$ cat src/rtwr_params.svh
// Real-time write parameters
`ifndef RTWR_PARAMS_SVH
`define RTWR_PARAMS_SVH

// Register offsets inside the low address nibble
`define REG_STATUS      4'h0        // Status and power control
`define OFF_DAC_CTRL    4'h1        // DAC control, one per channel nibble
`define REG_FVERSION    4'h4        // Firmware version, read only

// Number of DAC channels
// Channels are numbered 1 to NUM_CHANNELS in the upper address nibble
// Values up to 15 fit the nibble
`define NUM_CHANNELS    4

// Value read back from the firmware version register
`define FW_VERSION      32'h5257_0108

// Real-time block mode control, byte address on the AXI side
// Bit 0 of the write data enters (1) or leaves (0) block mode
`define RT_CTRL_ADDR    12'h800

`endif

$ cat src/rtWritePkg.sv
// Real-time write types
package rtWritePkg;

    // Block header quadlet
    // Names the target board and the number of quadlets in its block
    typedef struct packed {
        logic [19:0] rsvd;          // Unused by this board
        logic [3:0]  boardNum;      // Target board strap number
        logic [7:0]  blkLen;        // Block length in quadlets, header included
    } rtHeaderT;

    // DAC control quadlet
    typedef struct packed {
        logic        enable;        // Channel output enable
        logic [14:0] rsvd;          // Not stored
        logic [15:0] dacValue;      // DAC setpoint
    } dacCmdT;

    // One write data word, decoded as header or as DAC command
    // Which view applies depends on where the quadlet sits in the block
    typedef union packed {
        rtHeaderT hdr;
        dacCmdT   dac;
    } quadletU;

endpackage

$ cat src/axiLiteRegPort.sv
// AXI4-Lite register port
`include "rtwr_params.svh"

module axiLiteRegPort import rtWritePkg::*; (
    input  logic        sysclk,
    input  logic        rstN,
    // Write address and data
    input  logic [11:0] awaddr,
    input  logic        awvalid,
    output logic        awready,
    input  logic [31:0] wdata,
    input  logic        wvalid,
    output logic        wready,
    // Write response
    output logic [1:0]  bresp,
    output logic        bvalid,
    input  logic        bready,
    // Read address and data
    input  logic [11:0] araddr,
    input  logic        arvalid,
    output logic        arready,
    output logic [31:0] rdata,
    output logic [1:0]  rresp,
    output logic        rvalid,
    input  logic        rready,
    // Register side
    output logic [7:0]  regWaddr,   // Quadlet address
    output quadletU     regWdata,
    output logic        regWen,     // One cycle strobe
    output logic [7:0]  rdAddr,     // Quadlet address for read decode
    input  logic [31:0] rdData,     // Combinational read data
    output logic        blkRtWr     // Real-time block mode
);

    logic wrAccept;                 // Write handshake this cycle
    logic rdAccept;                 // Read handshake this cycle
    logic isRtCtrl;                 // Write targets the mode control address

    // Address and data taken together, one at a time
    assign wrAccept = awvalid & wvalid & ~bvalid;
    assign awready  = wrAccept;
    assign wready   = wrAccept;
    assign isRtCtrl = (awaddr == `RT_CTRL_ADDR);

    // Single outstanding read
    assign rdAccept = arvalid & ~rvalid;
    assign arready  = rdAccept;
    assign rdAddr   = araddr[9:2];  // Byte to quadlet address

    assign bresp = 2'b00;           // Always OKAY
    assign rresp = 2'b00;

    // Write strobe, response and mode flag
    always_ff @(posedge sysclk or negedge rstN) begin
        if (!rstN) begin
            regWen  <= 1'b0;
            bvalid  <= 1'b0;
            blkRtWr <= 1'b0;
        end else begin
            regWen <= wrAccept & ~isRtCtrl;  // Mode writes produce no strobe
            if (wrAccept) begin
                bvalid <= 1'b1;
            end else if (bready) begin
                bvalid <= 1'b0;
            end
            if (wrAccept && isRtCtrl) begin
                blkRtWr <= wdata[0];
            end
        end
    end

    // Write payload, valid with regWen
    always_ff @(posedge sysclk) begin
        if (wrAccept) begin
            regWaddr <= awaddr[9:2];
            regWdata <= wdata;
        end
    end

    // Read response
    always_ff @(posedge sysclk or negedge rstN) begin
        if (!rstN) begin
            rvalid <= 1'b0;
        end else if (rdAccept) begin
            rvalid <= 1'b1;
        end else if (rready) begin
            rvalid <= 1'b0;
        end
    end

    // Read data captured at acceptance
    always_ff @(posedge sysclk) begin
        if (rdAccept) begin
            rdata <= rdData;
        end
    end

    // Response held until the host takes it
    bvalidHold: assert property (
        @(posedge sysclk) disable iff (!rstN)
        bvalid && !bready |=> bvalid
    );

endmodule

$ cat src/writeAddrTranslate.sv
// Real-time block address translation
`include "rtwr_params.svh"

module writeAddrTranslate import rtWritePkg::*; (
    input  logic       sysclk,
    input  logic       rstN,
    input  logic       blkRtWr,     // Real-time block mode
    input  logic [7:0] regWaddr,    // Quadlet address from host port
    input  logic       regWen,
    input  quadletU    regWdata,    // Header view used here
    input  logic [3:0] boardId,     // Board strap
    output logic [7:0] xlatWaddr,   // Address to register file
    output logic       xlatWen
);

    logic       blkRtWrPrev;        // For rising edge of block mode
    logic [7:0] rtStart;            // Header address of current block
    logic [7:0] rtLen;              // Quadlets in current block
    logic       isLocal;            // Block addressed to this board

    logic       rtRise;
    logic [7:0] nextHdrAddr;        // First quadlet after current block
    logic [7:0] lastAddr;           // Power control quadlet
    logic       isThisHeader;
    logic       isNextHeader;
    logic       isHeader;
    logic       isPowerCtrl;
    logic [3:0] chanNum;            // DAC channel, 1 to N

    assign rtRise       = blkRtWr & ~blkRtWrPrev;
    assign nextHdrAddr  = rtStart + rtLen;
    assign lastAddr     = nextHdrAddr - 8'd1;
    assign isThisHeader = (regWaddr == rtStart);
    assign isNextHeader = (regWaddr == nextHdrAddr);  // Chained block
    assign isHeader     = isThisHeader | isNextHeader;
    assign isPowerCtrl  = (regWaddr == lastAddr);
    assign chanNum      = regWaddr[3:0] - rtStart[3:0];  // Offset from header

    // Block tracking
    always_ff @(posedge sysclk or negedge rstN) begin
        if (!rstN) begin
            blkRtWrPrev <= 1'b0;
            rtStart     <= 8'd0;
            rtLen       <= 8'd0;
            isLocal     <= 1'b0;
        end else begin
            blkRtWrPrev <= blkRtWr;
            if (rtRise) begin
                // New block sequence expects its header at quadlet 0
                rtStart <= 8'd0;
                rtLen   <= 8'd0;
                isLocal <= 1'b0;
            end else if (blkRtWr && regWen && isHeader) begin
                rtStart <= regWaddr;
                rtLen   <= regWdata.hdr.blkLen;
                isLocal <= (regWdata.hdr.boardNum == boardId);
            end
        end
    end

    // Address rewrite
    always_comb begin
        if (!blkRtWr) begin
            xlatWaddr = regWaddr;   // Plain register access
            xlatWen   = regWen;
        end else if (isHeader) begin
            xlatWaddr = {4'd0, `REG_FVERSION};  // Read only target
            xlatWen   = 1'b0;
        end else if (isPowerCtrl) begin
            xlatWaddr = {4'd0, `REG_STATUS};
            xlatWen   = regWen & isLocal;
        end else begin
            xlatWaddr = {chanNum, `OFF_DAC_CTRL};
            xlatWen   = regWen & isLocal;  // Foreign blocks dropped
        end
    end

    // A write that reaches the register file never loads a new header
    noWenOnHeader: assert property (
        @(posedge sysclk) disable iff (!rstN)
        blkRtWr && !rtRise && xlatWen |=> $stable(rtStart) && $stable(rtLen)
    );

endmodule

$ cat src/boardRegFile.sv
// Board register file
`include "rtwr_params.svh"

module boardRegFile import rtWritePkg::*; (
    input  logic        sysclk,
    input  logic        rstN,
    input  logic [7:0]  xlatWaddr,  // Channel nibble and offset
    input  logic        xlatWen,
    input  quadletU     regWdata,   // DAC view used for channel writes
    input  logic [7:0]  rdAddr,
    output logic [31:0] rdData
);

    logic [31:0] statusReg;                     // Power control
    logic        dacEn  [1:`NUM_CHANNELS];      // Per channel enable
    logic [15:0] dacVal [1:`NUM_CHANNELS];      // Per channel setpoint

    logic [3:0] wrChan;
    logic [3:0] wrOff;
    logic       statusWr;
    logic       dacWr;
    logic [3:0] rdChan;
    logic [3:0] rdOff;
    quadletU    rdQ;                            // Read word under assembly

    assign wrChan = xlatWaddr[7:4];
    assign wrOff  = xlatWaddr[3:0];

    // Status lives in the global channel 0
    assign statusWr = xlatWen && (wrChan == 4'd0) && (wrOff == `REG_STATUS);

    // Channels above the populated count are ignored
    assign dacWr = xlatWen && (wrOff == `OFF_DAC_CTRL) && (wrChan != 4'd0)
                   && (wrChan <= 4'(`NUM_CHANNELS));

    always_ff @(posedge sysclk or negedge rstN) begin
        if (!rstN) begin
            statusReg <= 32'd0;
            for (int ch = 1; ch <= `NUM_CHANNELS; ch++) begin
                dacEn[ch]  <= 1'b0;
                dacVal[ch] <= 16'd0;
            end
        end else begin
            if (statusWr) begin
                statusReg <= regWdata;
            end
            for (int ch = 1; ch <= `NUM_CHANNELS; ch++) begin
                if (dacWr && (wrChan == 4'(ch))) begin
                    dacEn[ch]  <= regWdata.dac.enable;
                    dacVal[ch] <= regWdata.dac.dacValue;  // Reserved bits dropped
                end
            end
        end
    end

    assign rdChan = rdAddr[7:4];
    assign rdOff  = rdAddr[3:0];

    // Read decode
    always_comb begin
        rdQ = '0;                                   // Unmapped reads as 0
        if ((rdChan == 4'd0) && (rdOff == `REG_STATUS)) begin
            rdQ = statusReg;
        end else if ((rdChan == 4'd0) && (rdOff == `REG_FVERSION)) begin
            rdQ = `FW_VERSION;
        end else if (rdOff == `OFF_DAC_CTRL) begin
            for (int ch = 1; ch <= `NUM_CHANNELS; ch++) begin
                if (rdChan == 4'(ch)) begin
                    rdQ.dac.enable   = dacEn[ch];
                    rdQ.dac.dacValue = dacVal[ch];
                end
            end
        end
    end

    assign rdData = rdQ;

    // Translated DAC writes stay within the populated channels
    dacChanRange: assert property (
        @(posedge sysclk) disable iff (!rstN)
        xlatWen && (wrOff == `OFF_DAC_CTRL) |-> wrChan <= 4'(`NUM_CHANNELS)
    );

endmodule

$ cat src/rtWriteTop.sv
// Real-time write path top
module rtWriteTop import rtWritePkg::*; (
    input  logic        sysclk,
    input  logic        rstN,
    input  logic [3:0]  boardId,    // Board strap
    input  logic [11:0] awaddr,
    input  logic        awvalid,
    output logic        awready,
    input  logic [31:0] wdata,
    input  logic        wvalid,
    output logic        wready,
    output logic [1:0]  bresp,
    output logic        bvalid,
    input  logic        bready,
    input  logic [11:0] araddr,
    input  logic        arvalid,
    output logic        arready,
    output logic [31:0] rdata,
    output logic [1:0]  rresp,
    output logic        rvalid,
    input  logic        rready
);

    logic [7:0]  regWaddr;
    quadletU     regWdata;
    logic        regWen;
    logic [7:0]  rdAddr;
    logic [31:0] rdData;
    logic        blkRtWr;
    logic [7:0]  xlatWaddr;
    logic        xlatWen;

    // Host side
    axiLiteRegPort uPort (
        .sysclk  (sysclk),   .rstN    (rstN),
        .awaddr  (awaddr),   .awvalid (awvalid), .awready (awready),
        .wdata   (wdata),    .wvalid  (wvalid),  .wready  (wready),
        .bresp   (bresp),    .bvalid  (bvalid),  .bready  (bready),
        .araddr  (araddr),   .arvalid (arvalid), .arready (arready),
        .rdata   (rdata),    .rresp   (rresp),   .rvalid  (rvalid),
        .rready  (rready),
        .regWaddr(regWaddr), .regWdata(regWdata), .regWen (regWen),
        .rdAddr  (rdAddr),   .rdData  (rdData),   .blkRtWr(blkRtWr)
    );

    // Block write re-targeting
    writeAddrTranslate uXlat (
        .sysclk   (sysclk),   .rstN     (rstN),
        .blkRtWr  (blkRtWr),  .regWaddr (regWaddr),
        .regWen   (regWen),   .regWdata (regWdata),
        .boardId  (boardId),
        .xlatWaddr(xlatWaddr), .xlatWen (xlatWen)
    );

    boardRegFile uRegs (
        .sysclk   (sysclk),    .rstN    (rstN),
        .xlatWaddr(xlatWaddr), .xlatWen (xlatWen),
        .regWdata (regWdata),  .rdAddr  (rdAddr),
        .rdData   (rdData)
    );

endmodule

$ cat config.mk
export PLATFORM = sky130hd
export DESIGN_NAME = rtWriteTop
export DESIGN_NICKNAME = d
export VERILOG_FILES = /design/src/rtWritePkg.sv /design/src/axiLiteRegPort.sv /design/src/writeAddrTranslate.sv /design/src/boardRegFile.sv /design/src/rtWriteTop.sv
export VERILOG_INCLUDE_DIRS = /design/src
export SDC_FILE = /design/constraint.sdc
export NUM_CORES = 1
export LEC_CHECK = 0
export ABC_AREA = 0
export BUFFER_PORTS_ARGS = -buffer_cell sky130_fd_sc_hd__buf_2
export CAP_MARGIN = 20
export CORE_MARGIN = 1.5
export CORE_UTILIZATION = 55
export DETAILED_ROUTE_END_ITERATION = 8
export PLACE_DENSITY_LB_ADDON = 0.1
export SYNTH_ARGS = -nofsm -noshare
export SYNTH_HDL_FRONTEND = slang
export SYNTH_SLANG_ARGS = --single-unit
$ cat constraint.sdc
create_clock -name sysclk -period 5.9 [get_ports sysclk]
set_clock_uncertainty 0.15 [all_clocks]
set_input_delay 1.77 -clock sysclk [delete_from_list [all_inputs] [get_ports sysclk]]
set_output_delay 1.77 -clock sysclk [all_outputs]
set_load 0.01 [all_outputs]
* Word level (Yosys, flattened, before mapping)
Cells that the tools add are included.
** Operators by class
- Bitwise gates (word level) :: 11
- Reduce and logical (&&, ||, !) cells :: 22
- Add/subtract/negate cells :: 3
- Muxes and demuxes :: 29
- Magnitude comparators :: 1
- Equality and inequality tests :: 16
** Operators with widths (count)
- 16-bit two-way mux :: 6
- 8-bit two-way mux :: 7
- 32-bit two-way mux :: 1
- 8-bit == test :: 3
- 4-bit by 1-bit == test with 1-bit output, second input constant :: 4
- 4-bit by 2-bit == test with 1-bit output, second input constant :: 4
- 4-bit logical NOT :: 4
- 15-bit two-way mux :: 1
- 1-bit logical AND :: 14
- 1-bit two-way mux :: 14
- 12-bit == test, second input constant :: 1
- 4-bit by 3-bit == test with 1-bit output, second input constant :: 3
- 8-bit adder :: 1
- 8-bit by 1-bit subtractor with 8-bit output, second input constant :: 1
- 1-bit AND :: 6
- 2-bit nonzero test :: 3
- 4-bit == test :: 1
- 4-bit by 3-bit <= comparator with 1-bit output, second input constant :: 1
- 1-bit inverter :: 4
- 4-bit nonzero test :: 1
- 4-bit subtractor :: 1
- 1-bit bitwise OR :: 1
** Storage, ports and cells
- Output and inout bits :: 41
- Input bits :: 67
- Flip-flop bits (word level) :: 194

* Depth between registers and ports, before layout
- Depth in word-level cells :: 11
- Mapped depth :: 15

* Cells and area by module
Synthesis repeated with hierarchy kept, for this count alone.
** Second synthesis, totals
- Cells, all modules :: 640
- Area total of the unflattened synthesis :: 8779.7 µm²
** By module, submodules not included
- boardRegFile :: times used 1, cells each 362, area an instance 4609.4 µm²
- axiLiteRegPort :: times used 1, cells each 103, area an instance 2477.4 µm²
- writeAddrTranslate :: times used 1, cells each 175, area an instance 1692.9 µm²

* Worst setup path after synthesis
OpenSTA, ideal clock, no wires.
- Path type :: input -> output
- Start :: input arvalid
- End :: output arready
- Data arrival time :: 3.343 ns
- Cell stages on the path :: 1
- Required time :: 3.980 ns
- Path buffers :: 0
- Setup slack :: 0.637 ns
- Cell sequence :: nor2b_1
** Between the ends
- Word-level cells in the longest chain between the ends :: 1
** RTL lines
- from (decl) :: line rtWriteTop.sv:16 : input logic arvalid,
- 1-bit AND :: line axiLiteRegPort.sv:46 : assign rdAccept = arvalid & ~rvalid;
- to (decl) :: line rtWriteTop.sv:17 : output logic arready,
Every way passes these cells.

* Worst setup path in the final report
Ends and elaborated chain as after synthesis.

==> impl_results.md <==
* Post-synth EDFFs at 72
* Nets at 812
* Via Count at 5535
* Io pins at 108
* Clock Latency Late Sink at 430 ps
* Worst hold start: uPort.regWdata[17]
* Die area at 16800 um^2
* Sequential share of the synthesized area at 59.3%
* H-tree depth at 4
* Worst hold path class: register to register
* Synthesized flop and latch total at 194
* Critical Path Source Type: primary input
* Hold buffer count at CTS at 0
* Rows at 46
* # setup viols final at 0
* Length of routed met2 wiring at 9.01 mm
* WP data required at 3980 ps
* GRT Overall Usage at 23.5%
* Worst-path fanout max at 33
* CP max-delay cell: buf_4
* Primary FF master, synth: dfrtp_1
* Post-Layout Cell Count at 961
* Starting Density at 55.8%
* Max_cap viols at 0
* CP startpoint: arvalid
* Status: completed
* Num Clock Sinks at 194
* Mapped Cells at 632
* Post-Syn Area at 8800 um^2
* Setup Fix Bufs, Post-CTS at 0
* Final slew viol count at 0
* GPL Wtd Cong at 0.883
* Die Height at 129 um
* Vias/cell at 5.76
* Number of fill cells at 1243
* Yosys warnings at 0
* Max VDD drop at 0.236 mV
* CTS Buffer Depth at 2
* Power per cell area at 269 nW/um^2
* Initial antenna violation count at 0
* RSZ-0062 raised after global routing: false
* Vias in the first global route at 5644
* Sequential Power Share at 54.3%
* Resized cells post-CTS at 0
* Combinational power share at 5.4%
* Max-slew headroom at 36.4%
* Average instance area after synthesis at 13.9 um^2
* Critical path capture point type: output port
* Hold_ws at 331 ps
* Die Width at 129 um
* Final period util at 76.8%
* Drc violations at 0
* Cells after DPL at 928
* Worst-path clk slew at 70 ps
* Post-route minimum period at 4530 ps
* Root Buffer: clkbuf_16
* Final Hold Viols at 0
* Total power at 2710 uW
* First-pass GRT wire length at 29.8 mm
* Layout Utilization at 63.8%
* Pint at 2070 uW
* Hpwl dp at 12.0 mm
* Share of layout cells above drive strength 1 at 37.0%
* Routed met1 length at 8.81 mm
* Synth cell types at 64
* Worst Max-Slew Pin Slew at 950 ps
* Average wire per standard cell at 19.4 um
* 1st-pass router iterations at 5
* Sw Ratio at 23.7%
* Worst-path cell chain: buf_2 -> nor2b_4 -> buf_4 -> buf_2
* Reg2reg start: uXlat.rtStart[0]
* Drt first-iter violations at 364
* Fmax at 0.221 GHz
* CTS buffer count at 17
* Crit path kind: primary input to output port
* GRT overflow at 0
* Pin count of the biggest net entering global routing at 53
* Asr flop ratio synth at 62.9%
* PortBufs at 99
* Critical path buffer and inverter count at 3
* Static Leak at 0.00448 uW
* Core area at 15800 um^2
* Setup TNS at 0 ps
* Antenna Violating Nets Remaining at 0
* Clk pwr share at 40.3%
* Most used cell, CP: buf_2
* WL final at 18.7 mm
* Area growth from synthesis to layout at 14.4%
* CTS tree: built
* Max layer used: met4
* Worst path top cell family by delay: buffers and inverters
* Data arrival, critical path at 2610 ps
* Switching power at 641 uW
* Metal3 WL at 744 um
* Inserted Diodes at 0
* Critical Path Max Stage Delay at 410 ps
-- area by class of cell --
| type | instances | area (um^2) | area share, % |
|---|---|---|---|
| well taps | 216 | 270 | 2.69 |
| clock inverters | 13 | 116 | 1.16 |
| flip-flops and latches | 194 | 5220 | 51.8 |
| multi-input cells | 394 | 3370 | 33.5 |
| inverters | 13 | 48.8 | 0.485 |
| clock buffers | 19 | 443 | 4.40 |
| repair buffers | 112 | 596 | 5.92 |
-- worst paths after layout --
| path | slack (ps) | cells past startpoint | endpoint |
|---|---|---|---|
| worst max-delay path | 1370 | 4 | arready |
| worst min-delay path | 330 | 1 | uRegs.statusReg[17] |
| worst max register to register | 1520 | 13 | uRegs.statusReg[24] |
| worst min register to register | 330 | 1 | uRegs.statusReg[17] |
| max in group asynchronous | 3380 | 2 | uRegs.statusReg[0] |
| min in group asynchronous | 1170 | 1 | uRegs.dacVal[18] |
-- cells by family after synthesis --
family / synth area share [%]
buffers and inverters: 2.76
adders and majority gates: 2.02
and+or+nand+nor: 7.47
other: 0.0426
muxes: 15.5
AOI/OAI and AO/OA: 9.66
DFF: 59.3
xor gates and xnor gates: 3.26
-- cells in the final DEF (no fill, tap or decap), types with 5 or more instances in the layout --
| cell type | synthesis | final |
|---|---|---|
| inv_8 | 0 | 5 |
| a22oi_1 | 18 | 18 |
| nand2_1 | 33 | 33 |
| mux2_4 | 10 | 10 |
| mux2_2 | 100 | 100 |
| xor2_1 | 12 | 12 |
| nor4_1 | 6 | 6 |
| ha_1 | 11 | 11 |
| a21oi_1 | 7 | 7 |
| dfrtp_1 | 122 | 122 |
| buf_4 | 10 | 14 |
| clkbuf_16 | 0 | 17 |
| inv_1 | 13 | 12 |
| o21ai_0 | 21 | 21 |
| mux2_1 | 8 | 8 |
| nor2_1 | 36 | 36 |
| buf_2 | 2 | 98 |
| nor3_1 | 6 | 6 |
| xnor2_1 | 11 | 11 |
| nand3_1 | 7 | 7 |
| and2_1 | 10 | 10 |
| a22o_1 | 34 | 34 |
| edfxtp_1 | 72 | 72 |
-- registers in the layout, indices dropped and copies added (netlist names), 4 cells and up --
signal and cells:
uXlat.rtLen 8, uPort.regWaddr 8, uPort.rdata 32, uXlat.rtStart 8
uPort.regWdata 32, uRegs.dacVal 64, uRegs.statusReg 32, uRegs.dacEn 4
-- synth_stat cells (3+ instances only) --
master    count  area (um^2)
nor3_1        6         30.0
a21o_1        4         30.0
a22o_1       34          298
nor2b_1       3         18.8
nor2_1       36          135
nand3_1       7         35.0
ha_1         11          138
nor4_1        6         37.5
a21oi_2       3         26.3
a21oi_1       7         35.0
xor2_1       12          105
o21ai_0      21          105
buf_4        10         75.1
nand3b_1      4         30.0
edfxtp_1     72         2160
nand4_1       3         18.8
mux2_2      100         1130
nand2_1      33          124
and2_1       10         62.6
xnor2_1      11         96.3
a22oi_1      18          135
o22ai_1       3         18.8
mux2_1        8         90.1
dfrtp_1     122         3050
mux2_4       10          150
clkbuf_1     19         71.3
nor4b_1       3         26.3
inv_1        13         48.8
nand2b_1      4         25.0
-- power groups by stage --
| stage | logic [uW] | registers, uW | clock network (uW) |
|---|---|---|---|
| final | 146 | 1470 | 1090 |
| after global routing | 162 | 1470 | 1180 |
| after CTS | 149 | 1470 | 1110 |
| after detailed placement | 149 | 1500 | 0 |
| after global placement | 144 | 1500 | 0 |
| after floorplan | 66.3 | 1500 | 0 |
-- routing by layer --
layer | global-route usage (%) | vias up
met3 | 4.21 | 11
met5 | 0 | -
met1 | 33.4 | 2844
met4 | 5.95 | 0
met2 | 37.9 | 152
li1 | - | 2528
-- stage by stage --
step,worst slack (ps),instance area [um^2]
3_3_place_gp,1370,9500
6_report,1370,10100
5_1_grt,1290,10100
4_1_cts,1350,10100
2_1_floorplan,637,8810
3_5_place_dp,1350,9500
(Power assumes the default switching activity.)
